File: config.mk
export PLATFORM = sky130hd
export DESIGN_NAME = mems_scanner
export DESIGN_NICKNAME = d
export VERILOG_FILES = /design/src/mems_scan_pkg.sv /design/src/mirror_pattern_rom.sv /design/src/channel_bank.sv /design/src/dac_frame_encoder.sv /design/src/mems_scanner.sv
export SDC_FILE = /design/constraint.sdc
export NUM_CORES = 1
export LEC_CHECK = 0
export ABC_AREA = 1
export BUFFER_PORTS_ARGS = -buffer_cell sky130_fd_sc_hd__buf_2
export CAP_MARGIN = 30
export CORE_AREA = 2 2 79 119
export DETAILED_ROUTE_END_ITERATION = 8
export DIE_AREA = 0 0 81 121
export PLACE_DENSITY = 0.7
export SYNTH_ARGS = -nofsm -noshare
export SYNTH_HDL_FRONTEND = slang
export SYNTH_SLANG_ARGS = --single-unit
File: constraint.sdc
create_clock -name addr -period 8.42 [get_ports addr]
set_input_delay 0.842 -clock addr [delete_from_list [all_inputs] [get_ports addr]]
set_output_delay 0.842 -clock addr [all_outputs]
set_load 0.01 [all_outputs]
File: src/mirror_pattern.hex
// one 16-bit trajectory word per line, line n is pattern index n
// rising ramp over entries 0..63, falling ramp over 64..127
2000
2301
2602
2903
2C04
2F05
3206
3507
3808
3B09
3E0A
410B
440C
470D
4A0E
4D0F
5010
5311
5612
5913
5C14
5F15
6216
6517
6818
6B19
6E1A
711B
741C
771D
7A1E
7D1F
8020
8321
8622
8923
8C24
8F25
9226
9527
9828
9B29
9E2A
A12B
A42C
A72D
AA2E
AD2F
B030
B331
B632
B933
BC34
BF35
C236
C537
C838
CB39
CE3A
D13B
D43C
D73D
DA3E
DD3F
DD40
DA41
D742
D443
D144
CE45
CB46
C847
C548
C249
BF4A
BC4B
B94C
B64D
B34E
B04F
AD50
AA51
A752
A453
A154
9E55
9B56
9857
9558
9259
8F5A
8C5B
895C
865D
835E
805F
7D60
7A61
7762
7463
7164
6E65
6B66
6867
6568
6269
5F6A
5C6B
596C
566D
536E
506F
4D70
4A71
4772
4473
4174
3E75
3B76
3877
3578
3279
2F7A
2C7B
297C
267D
237E
207F

File: src/mems_scan_pkg.sv
`default_nettype none

package mems_scan_pkg;

    // scan addressing
    localparam int SCAN_ADDR_W = 9;     // four positions per pattern entry
    localparam int ROM_AW      = 7;     // scan_addr >> 2
    localparam int ROM_DEPTH   = 128;
    localparam logic [ROM_AW-1:0] ROM_LAST = 7'd127;

    // word widths
    localparam int SAMPLE_W   = 16;
    localparam int DAC_WORD_W = 24;

    // dac commands
    localparam logic [DAC_WORD_W-1:0] SOFT_RESET_CMD = 24'h28_0001;
    localparam logic [DAC_WORD_W-1:0] VREF_CMD       = 24'h38_0000;  // internal ref on
    localparam logic [5:0]            DAC_WRITE_PREFIX = 6'b000110;  // write and update

    // trajectory and homing
    localparam logic [SAMPLE_W-1:0] ANTI_OFFSET = 16'hB900;  // mirror axis of the pattern
    localparam logic [SAMPLE_W-1:0] HOME_BIAS   = 16'd23250;
    localparam logic [SAMPLE_W-1:0] HOME_STEP   = 16'd30;

    localparam string PATTERN_FILE = "/design/src/mirror_pattern.hex";

    // channel code as carried in scan_addr[2:1] and in the dac address field
    typedef enum logic [1:0] {
        CH_A = 2'd0,
        CH_C = 2'd1,    // mirrored
        CH_B = 2'd2,
        CH_D = 2'd3     // mirrored
    } channel_code_t;

endpackage

`default_nettype wire

File: src/mirror_pattern_rom.sv
`default_nettype none

module mirror_pattern_rom (
    input  wire  [mems_scan_pkg::SCAN_ADDR_W-1:0] scan_addr,
    output logic [mems_scan_pkg::SAMPLE_W-1:0]    pattern_word
);
    import mems_scan_pkg::*;

    logic [SAMPLE_W-1:0] rom_q [ROM_DEPTH];
    logic [ROM_AW-1:0]   rom_idx;

    initial begin
        $readmemh(PATTERN_FILE, rom_q);
    end

    // one entry covers four positions, one per channel
    assign rom_idx = scan_addr[SCAN_ADDR_W-1:2];

    // async read, the bank samples it on the even edge
    assign pattern_word = rom_q[rom_idx];

endmodule

`default_nettype wire

File: src/channel_bank.sv
`default_nettype none

module channel_bank (
    input  wire                                    addr,
    input  wire                                    rst,
    input  wire  [mems_scan_pkg::SCAN_ADDR_W-1:0]  scan_addr,
    input  wire                                    go_home,
    input  wire  [mems_scan_pkg::SAMPLE_W-1:0]     pattern_word,
    output logic [mems_scan_pkg::SAMPLE_W-1:0]     channel_value
);
    import mems_scan_pkg::*;

    channel_code_t       ch_sel;
    logic                even_pos;
    logic                mirrored;
    logic [SAMPLE_W-1:0] ch_q [4];      // indexed by channel code
    logic [SAMPLE_W-1:0] cur_value;
    logic [SAMPLE_W-1:0] traj_value;
    logic [SAMPLE_W-1:0] home_value;
    logic [SAMPLE_W-1:0] next_value;

    assign ch_sel   = channel_code_t'(scan_addr[2:1]);
    assign even_pos = ~scan_addr[0];
    assign mirrored = ch_sel[0];        // C and D, scan_addr[1] set

    assign cur_value = ch_q[ch_sel];

    // trajectory word, mirrored channels run the opposite way
    always_comb begin
        if (mirrored) begin
            traj_value = ANTI_OFFSET - pattern_word;    // wraps mod 2^16
        end else begin
            traj_value = pattern_word;
        end
    end

    // one step toward home per update
    always_comb begin
        if (cur_value > HOME_BIAS) begin
            home_value = cur_value - HOME_STEP;
        end else begin
            home_value = cur_value + HOME_STEP;     // also at the bias, so it dithers
        end
    end

    assign next_value = go_home ? home_value : traj_value;

    // only the selected channel moves, and only on even positions
    always_ff @(posedge addr) begin
        if (rst) begin
            for (int i = 0; i < 4; i++) begin
                ch_q[i] <= HOME_BIAS;
            end
        end else if (even_pos) begin
            ch_q[ch_sel] <= next_value;
        end
    end

    // value before this edge, the encoder registers it on odd positions
    assign channel_value = cur_value;

endmodule

`default_nettype wire

File: src/dac_frame_encoder.sv
`default_nettype none

module dac_frame_encoder (
    input  wire                                    addr,
    input  wire                                    rst,
    input  wire  [mems_scan_pkg::SCAN_ADDR_W-1:0]  scan_addr,
    input  wire  [mems_scan_pkg::SAMPLE_W-1:0]     channel_value,
    output logic [mems_scan_pkg::DAC_WORD_W-1:0]   data,
    output logic                                   scan_done
);
    import mems_scan_pkg::*;

    channel_code_t         ch_sel;
    logic [ROM_AW-1:0]     scan_idx;
    logic [DAC_WORD_W-1:0] data_d;
    logic                  scan_done_d;

    assign ch_sel   = channel_code_t'(scan_addr[2:1]);
    assign scan_idx = scan_addr[SCAN_ADDR_W-1:2];

    // even positions carry housekeeping, odd ones the channel write
    always_comb begin
        if (scan_addr == '0) begin
            data_d = SOFT_RESET_CMD;        // start of scan
        end else if (!scan_addr[0]) begin
            data_d = VREF_CMD;
        end else begin
            data_d = {DAC_WRITE_PREFIX, ch_sel, channel_value};
        end
    end

    // last entry spans positions 508..511
    assign scan_done_d = (scan_idx == ROM_LAST);

    always_ff @(posedge addr) begin
        if (rst) begin
            data      <= '0;
            scan_done <= 1'b0;
        end else begin
            data      <= data_d;
            scan_done <= scan_done_d;
        end
    end

endmodule

`default_nettype wire

File: src/mems_scanner.sv
`default_nettype none

module mems_scanner (
    input  wire                                    addr,
    input  wire                                    rst,
    input  wire  [mems_scan_pkg::SCAN_ADDR_W-1:0]  scan_addr,
    input  wire                                    go_home,
    output logic [mems_scan_pkg::DAC_WORD_W-1:0]   data,
    output logic                                   scan_done
);
    import mems_scan_pkg::*;

    logic [SAMPLE_W-1:0] pattern_word;
    logic [SAMPLE_W-1:0] channel_value;

    // trajectory table, combinational
    mirror_pattern_rom mirror_pattern_rom_i (
        .scan_addr    (scan_addr),
        .pattern_word (pattern_word)
    );

    // channel state, updated on even positions
    channel_bank channel_bank_i (
        .addr          (addr),
        .rst           (rst),
        .scan_addr     (scan_addr),
        .go_home       (go_home),
        .pattern_word  (pattern_word),
        .channel_value (channel_value)
    );

    // one cycle to data and scan_done
    dac_frame_encoder dac_frame_encoder_i (
        .addr          (addr),
        .rst           (rst),
        .scan_addr     (scan_addr),
        .channel_value (channel_value),
        .data          (data),
        .scan_done     (scan_done)
    );

endmodule

`default_nettype wire

### Yosys cells after proc, flatten, opt, wreduce, memory -nomap -nowiden

Memory sizes are Yosys's and may differ from the RTL's.
Index checks and enable logic that the tools add are counted.

| word-level totals | value |
|---|---|
| memories kept | 1 |
| flip-flop bits (word level) | 25 |
| output and inout bits | 25 |
| input bits | 12 |
| bits in writable memories | 64 |

Memory list:

| name | words | width | rd ports | clocked after Yosys merged registers in | write ports | line | text |
|---|---|---|---|---|---|---|---|
| channel_bank_i.ch_q | 4 | 16 | 1 | 0 | 4 | channel_bank.sv:16 | `logic [SAMPLE_W-1:0] ch_q [4];` |

| operators by class | value |
|---|---|
| $add $sub $neg | 3 |
| muxes and demuxes | 13 |
| bitwise operators | 1 |
| $lt $le $gt $ge | 1 |
| equal/unequal tests | 1 |
| reduce and logical (&&, ||, !) cells | 4 |

Operators with widths:

| cell | number |
|---|---|
| 2-to-1 mux 16 bit | 4 |
| 2-to-1 mux 22 bit | 2 |
| adder 16 x 5 -> 16 bit, second input constant | 1 |
| greater-than comparator 16 x 15 -> 1 bit, second input constant | 1 |
| OR reduction 16 bit | 1 |
| subtractor 16 bit, both inputs constant | 1 |
| subtractor 16 x 5 -> 16 bit, second input constant | 1 |
| zero test 9 bit | 1 |
| equality test 7 bit, second input constant | 1 |
| 2-to-1 mux 1 bit | 6 |
| OR reduction 3 bit | 1 |
| 2-to-1 mux 2 bit | 1 |
| OR reduction 2 bit | 1 |
| inverter 1 bit | 1 |

### Depth between registers and ports, before layout

Gate-level depths: netlist of run 1.

| depth | value |
|---|---|
| word-level depth | 5 |
| depth in mapped cells | 24 |
| mapped depth without buffers | 24 |

### By module

A second synthesis of run 1 with hierarchy kept.

| second synthesis, totals | value |
|---|---|
| cells, all modules | 700 |
| area total of the unflattened synthesis | 5332.6 um^2 |

Modules (own cells, without submodules):

| module | area each (um^2) | instances | cells an instance |
|---|---|---|---|
| channel_bank | 4430.5 | 1 | 604 |
| dac_frame_encoder | 778.2 | 1 | 79 |
| mirror_pattern_rom | 123.9 | 1 | 17 |

### Least setup slack after synthesis of run 1

Ideal clock, no wire load.

| timing | value |
|---|---|
| path kind | input port to flip-flop |
| from | input port scan_addr[1] in the netlist's numbering |
| to | memory channel_bank_i.ch_q[0][11] (data pin) |
| slack | 4840 ps |
| stages | 20 |
| path buffers | 2 |
| data arrival time | 3309 ps |
| required time | 8149 ps |
| library setup time | 271 ps |
| path through | buf_6 buf_12 nand2_1 nand3_1 nand2_2 clkinv_1 nand2_1 nor2_1 a21oi_1 nand2_2 nand2_1 inv_1 ha_1 a21oi_1 o21ai_0 a21oi_1 inv_1 a31oi_1 xor2_1 nand3_1 |

RTL lines:

| element | line | text |
|---|---|---|
| start, declared | mems_scanner.sv:6 | `input wire [mems_scan_pkg::SCAN_ADDR_W-1:0] scan_addr,` |
| end, declared | channel_bank.sv:16 |  |

==> results of run 1 <==
[worst register-to-register path: cells and delay by family (launching register included)]
| kind | cells | cell delay, ps |
|---|---|---|
| AOI/OAI and AO/OA | 4 | 660 |
| xor gates and xnor gates | 1 | 370 |
| adders and majority gates | 1 | 350 |
| buffers and inverters | 3 | 490 |
| DFF | 1 | 360 |
| and+or+nand+nor | 10 | 1010 |
[synthesized netlist by cell type]
master,count
a21o_1,1
a21oi_1,17
a221oi_1,1
a31oi_1,2
buf_12,1
buf_2,5
buf_4,4
buf_6,3
buf_8,1
clkbuf_1,2
clkinv_1,4
conb_1,1
dfxtp_1,22
edfxtp_1,64
fa_1,1
ha_1,13
inv_1,52
inv_2,3
nand2_1,156
nand2_2,12
nand3_1,50
nand3_2,5
nand4_1,7
nor2_1,59
nor2_2,3
nor2_4,1
nor3_1,6
o211ai_2,1
o21ai_0,10
o21ai_2,3
o21bai_1,2
or2_2,4
xnor2_1,1
xor2_1,3
[cells by family after synthesis]
kind of cell,count (synthesis),synth area share (%)
xor gates and xnor gates,4,0.785
other,1,0.0840
adders and majority gates,14,4.09
and+or+nand+nor,303,29.4
DFF,86,52.9
AOI/OAI and AO/OA,37,4.88
buffers and inverters,75,7.90
[state kept, by name, indices dropped and copies added, names as in the netlist]
signal and count:
channel_bank_i.ch_q 64, dac_frame_encoder_i.data 21, dac_frame_encoder_i.scan_done 1
[routing by layer]
layer | vias up | part of all wire, % | GRT usage, %
met2 | 137 | 52 | 43.3
met1 | 1703 | 37 | 28.1
met5 | - | 0 | 0
li1 | 1750 | - | -
met4 | 0 | 6.5 | 17.4
met3 | 46 | 4.5 | 4.32
[stage by stage]
stage | cells | instance area, um^2 | total power [mW] | hold slack (ps) | utilization [%]
final | 666 | 4990 | 1.19 | 627 | 57.2
after global routing | 666 | 4990 | 1.23 | 667 | 57.2
after CTS | 666 | 4990 | 1.18 | 630 | 57.2
after detailed placement | 650 | 4660 | 0.750 | 614 | 53.4
after global placement | 650 | 4660 | 0.746 | 586 | 53.4
after floorplan | 522 | 4470 | 0.677 | 556 | -
[path summary, 6_finish.rpt]
check | slack (ps) | from | endpoint | cells after the start
setup / recovery | 3710 | scan_addr[1] | channel_bank_i.ch_q[2][11] | 19
hold / removal | 630 | channel_bank_i.ch_q[0][11] | dac_frame_encoder_i.data[11] | 4
setup reg to reg | 4890 | channel_bank_i.ch_q[3][5] | channel_bank_i.ch_q[2][11] | 19
hold reg to reg | 630 | channel_bank_i.ch_q[0][11] | dac_frame_encoder_i.data[11] | 4
[cell type report]
class / count / share of cell area [%]
clock buffer: 12 / 5.14
clock inverter: 4 / 1.55
inverter: 59 / 4.44
multi-input combinational: 361 / 35.3
sequential: 86 / 47.3
tap: 110 / 2.76
timing repair buffer: 34 / 3.46
[power groups by stage]
stage / registers (mW) / clock network, mW / logic [mW]
global placement: 0.496 / 0 / 0.250
detailed placement: 0.497 / 0 / 0.253
finish: 0.488 / 0.444 / 0.259
global route: 0.490 / 0.460 / 0.283
floorplan: 0.497 / 0 / 0.179
CTS: 0.488 / 0.441 / 0.256
==> results.ini, run 1 <==
[worst_setup_path]
cp_data_required_time_ps = 8480
cp_slowest_stage_delay_ps = 570
endpoint_kind = register
arrival_ps = 4770
worstSetupStartpointType = primary input
crit_buf_inv = 5
crit_type = in2reg
cp_cell_sequence = buf_2, inv_2, nand2_1, nand3_1, nand2_2, clkinv_1, o21ai_0, a21oi_1, nand2_2, nand2_1, inv_1, ha_1, a21oi_1, o21ai_0, a21oi_1, inv_1, a31oi_1, xor2_1, nand3_1
cp_top_family = buffers and inverters
cp_slowest_cell = buf_2
crit_fanout = 38
crit_top_cell = a21oi_1

[layout]
final_nets = 577
final_cell_mix = nand2_1 (156), edfxtp_1 (64), nor2_1 (59)
fill_cells = 821
syn_to_final_growth_pct = 11.8
drive_gt1_share_pct = 14.7
regArea_mm2 = 0.00236
final_common_cell = nand2_1
multi_input_area_mm2 = 0.00176
num_antenna_cells = 0

[pwr]
pwr_density_cell_mw_per_mm2 = 239
switching_power_mw = 0.355
leakagePower_nw = 2.21
netSwitchingFraction_pct = 29.8
p_int_mw = 0.836
p_clk_share_pct = 37.3
vdd_drop_max_uv = 122
pwr-share-seq_pct = 41.0
p_comb_share_pct = 21.7

[floorplanning]
row_count = 42
die_area_mm2 = 0.00980
io_pins = 37
core_mm2 = 0.00872
dieHeight_um = 121
start_util_pct = 51.2
die_w_um = 81

[grt]
gr-total-overflow = 0
grtUsageTotal_pct = 25.4
antenna_found_initial = 0
grt_max_degree = 39
grt_pass1_vias = 3582
grt_pass1_wl_mm = 18.0

[routing]
wl_per_cell_um = 17.5
routed_wirelength_mm = 11.7
drtIter0Drc = 290
firstDrtPassIters = 5
vias = 3636
drc = 0
route.antenna.remaining_nets = 0
viasPerCell = 5.46

[yosys]
ys_ff_latch = 86
synth.cell_area_mm2 = 0.00447
yosys-top-cells-area = edfxtp_1 (43%), nand2_1 (13%), dfxtp_1 (9.9%)
synth.yosys.seq_area_share_pct = 52.9
yosys_warnings = 0
syn_area_per_cell_um2 = 8.59
synth.distinct_cells = 34
synth_top_area_share_pct = 43.0
synthCells = 520
synth.largest_area_cell = edfxtp_1

[sta]
fmax_mhz = 212
skew_ps = 9.42
rsz0062_at_grt = no
tightestPinTransition_ps = 989
hold_violations = 0
fin_crit_sh_pct = 56.0
maxSlewViolCount = 0
setup_viol = 0
finalCriticalPeriod_ps = 4710
maxSlewHeadroom_pct = 33.8
timing.final.ws_setup_ps = 3710
tns_ps = 0

[clocking]
htree_num_levels = 3
cts_root_buf = clkbuf_16
cts_made_buffers = 9
cts_tree = built
clock-sinks = 86
clk_latency_ps = 350
clk_pin_slew_ps = 60
clockBufferDepth = 2
ctsHoldBuffers = 0
cts.repair.resized = 0
cts_setup_buffers = 0

[placed_design]
place.gp.congestion = 0.903
place_worst_setup_slack_ps = 3450
place_hpwl_mm = 8.33
port_buffers = 33

[job]
maxCapViolCount = 0

[outcome]
run_status = complete, no violations

[hold_path]
min_path_type = reg2reg

No activity file was read; power rests on OpenSTA's default activity.
==> inputs of run 2 (changes only) <==
PLACE_DENSITY = 0.72   (was 0.7)
clock period = 4.2 ns   (was 8.42 ns; I/O delays follow)
==> run 2 against run 1 <==
Wire length fell by 5.5%. Clock power increased by 91%. Combinational power up 97%. Final area is 0.80% higher. Setup slack lost 3100 ps.
==> results.ini, run 2 (synthesis gave the netlist of run 1 again) <==
[job]
maxCapViolCount = 0  ; unchanged

[floorplanning]
die_area_mm2 = 0.00980  ; unchanged
die_w_um = 81  ; unchanged
core_mm2 = 0.00872  ; unchanged
dieHeight_um = 121  ; unchanged
start_util_pct = 51.2  ; unchanged
io_pins = 37  ; unchanged
row_count = 42  ; unchanged

[grt]
gr-total-overflow = 0  ; unchanged
grt_pass1_wl_mm = 17.3  ; -3.6%
antenna_found_initial = 0  ; unchanged
grtUsageTotal_pct = 24.3  ; -1.1 points
grt_pass1_vias = 3527  ; -1.5%
grt_max_degree = 34  ; -13%

[sta]
hold_violations = 0  ; unchanged
setup_viol = 0  ; unchanged
tns_ps = 0  ; unchanged
whs_ps = 312  ; -316 ps
maxSlewViolCount = 0  ; unchanged
tightestPinTransition_ps = 921  ; -68.0 ps
fin_crit_sh_pct = 86.7
fmax_mhz = 275
finalCriticalPeriod_ps = 3640
rsz0062_at_grt = no
skew_ps = 7.46  ; -1.96 ps
maxSlewHeadroom_pct = 38.4  ; +4.5 points

[worst_setup_path]
worstSetupStartpointType = primary input
r2r_cells = 19  ; unchanged
endpoint_kind = register
worst_r2r_endpoint = channel_bank_i.ch_q[2][11]
cp_data_required_time_ps = 4250  ; -4230 ps
crit_type = in2reg
rr_startpoint = channel_bank_i.ch_q[3][13]
arrival_ps = 3690  ; -1080 ps
rrSetupSlack_ps = 880  ; -4010 ps
crit_fanout = 20  ; -47%

[layout]
drive_gt1_share_pct = 15.7  ; +0.91 points
largest_register = channel_bank_i.ch_q
final_cell_mix = nand2_1 (156), edfxtp_1 (64), nor2_1 (59)
reg_top3 = channel_bank_i.ch_q x64, dac_frame_encoder_i.data x21, dac_frame_encoder_i.scan_done x1
final_common_cell = nand2_1
final_nets = 583  ; +1.0%
largest_reg_flops = 64  ; unchanged
num_antenna_cells = 0  ; unchanged
syn_to_final_growth_pct = 12.7

[clocking]
cts_made_buffers = 9  ; unchanged
clk_pin_slew_ps = 60  ; about the same
clockBufferDepth = 2  ; unchanged
clock-sinks = 86  ; unchanged
htree_num_levels = 3  ; unchanged
ctsHoldBuffers = 0  ; unchanged
cts_tree = built
cts_root_buf = clkbuf_16
clk_latency_ps = 340  ; about the same

[hold_path]
min_delay_path_depth = 2  ; -2
worstHoldEndpoint = dac_frame_encoder_i.data[20]
worstHoldStart = rst
min_path_type = in2reg

[outcome]
run_status = complete, no violations

[pwr]
netSwitchingFraction_pct = 29.5  ; -0.31 points
vdd_drop_max_uv = 296  ; +140%
pwr_density_cell_mw_per_mm2 = 464  ; +95%
switching_power_mw = 0.689  ; +94%
p_clk_share_pct = 36.4  ; -0.9 points
p_comb_share_pct = 21.8  ; about the same
pwr-share-seq_pct = 41.8  ; +0.8 points
p_int_mw = 1.65  ; +97%
leakagePower_nw = 2.23  ; +0.72%

[routing]
drtIter0Drc = 318  ; +9.7%
vias = 3592  ; -1.2%
drc = 0  ; unchanged
viasPerCell = 5.35  ; -2.1%
wl_per_cell_um = 16.4  ; -6.3%
route.antenna.remaining_nets = 0  ; unchanged
firstDrtPassIters = 4  ; -1
routed_wirelength_mm = 11.0  ; -5.5%

[placed_design]
place_hpwl_mm = 8.04  ; -3.5%
place.gp.congestion = 0.921  ; +2.0%
port_buffers = 33  ; unchanged

==> run 2: layer usage <==
metal | global-route usage [%] | wire, um | vias to the layer above
met5 | 0 | 0 | -
met4 | 13.8 | 503 | 0
met3 | 4.61 | 646 | 34
met2 | 43.5 | 6000 | 134
met1 | 25.9 | 3880 | 1657
li1 | - | - | 1767
==> run 2: how the worst max path moves through the flow <==
stage	from	endpoint	cells past startpoint
global route	scan_addr[1]	channel_bank_i.ch_q[2][11]	19
floorplan	scan_addr[1]	channel_bank_i.ch_q[0][11]	20
CTS	scan_addr[1]	channel_bank_i.ch_q[2][11]	20
detailed placement	scan_addr[1]	channel_bank_i.ch_q[2][11]	20
global placement	scan_addr[1]	channel_bank_i.ch_q[0][11]	20
finish	scan_addr[1]	channel_bank_i.ch_q[2][11]	19
==> run 2: what timing repair did <==
item,CTS,global route
resized for setup,0,1
setup buffers,0,0
endpoints found under the setup margin,0,1
==> run 2: per-stage QoR <==
stage               utilization (%)  area [um^2]  cells  worst slack, ps  power [mW]
floorplan                         -         4470    522             1040        1.36
global placement               54.0         4710    656              299        1.49
detailed placement             54.0         4710    656              151        1.50
CTS                            57.7         5030    672              489        2.34
global route                   57.7         5030    672              121        2.44
finish                         57.7         5030    672              560        2.34
==> run 2: final cells by class <==
| class | count | area [um^2] |
|---|---|---|
| fill | 813 | 3690 |
| sequential | 86 | 2360 |
| multi-input combinational | 361 | 1760 |
| clock buffer | 11 | 233 |
| timing repair buffer | 40 | 230 |
| inverter | 59 | 221 |
| tap | 110 | 138 |
| clock inverter | 5 | 83.8 |
==> run 2: power by group through the flow <==
stage | Combinational [mW] | Sequential, mW | Clock (mW)
after global routing | 0.567 | 0.980 | 0.892
after detailed placement | 0.503 | 0.995 | 0
after global placement | 0.496 | 0.993 | 0
final | 0.510 | 0.976 | 0.850
after CTS | 0.507 | 0.976 | 0.854
after floorplan | 0.360 | 0.997 | 0
==> run 2: critical path, stage by stage <==
cell and delay, ps:
buf_2 310, buf_4 330, nand2_1 100, nand3_1 110, nand2_2 120, clkinv_1 100, o21ai_0 80, a21oi_1 180
nand2_2 80, nand2_1 180, inv_2 140, ha_1 350, a21oi_1 200, o21ai_0 150, a21oi_1 140, inv_1 70
a31oi_1 150, xor2_1 340, nand3_1 120
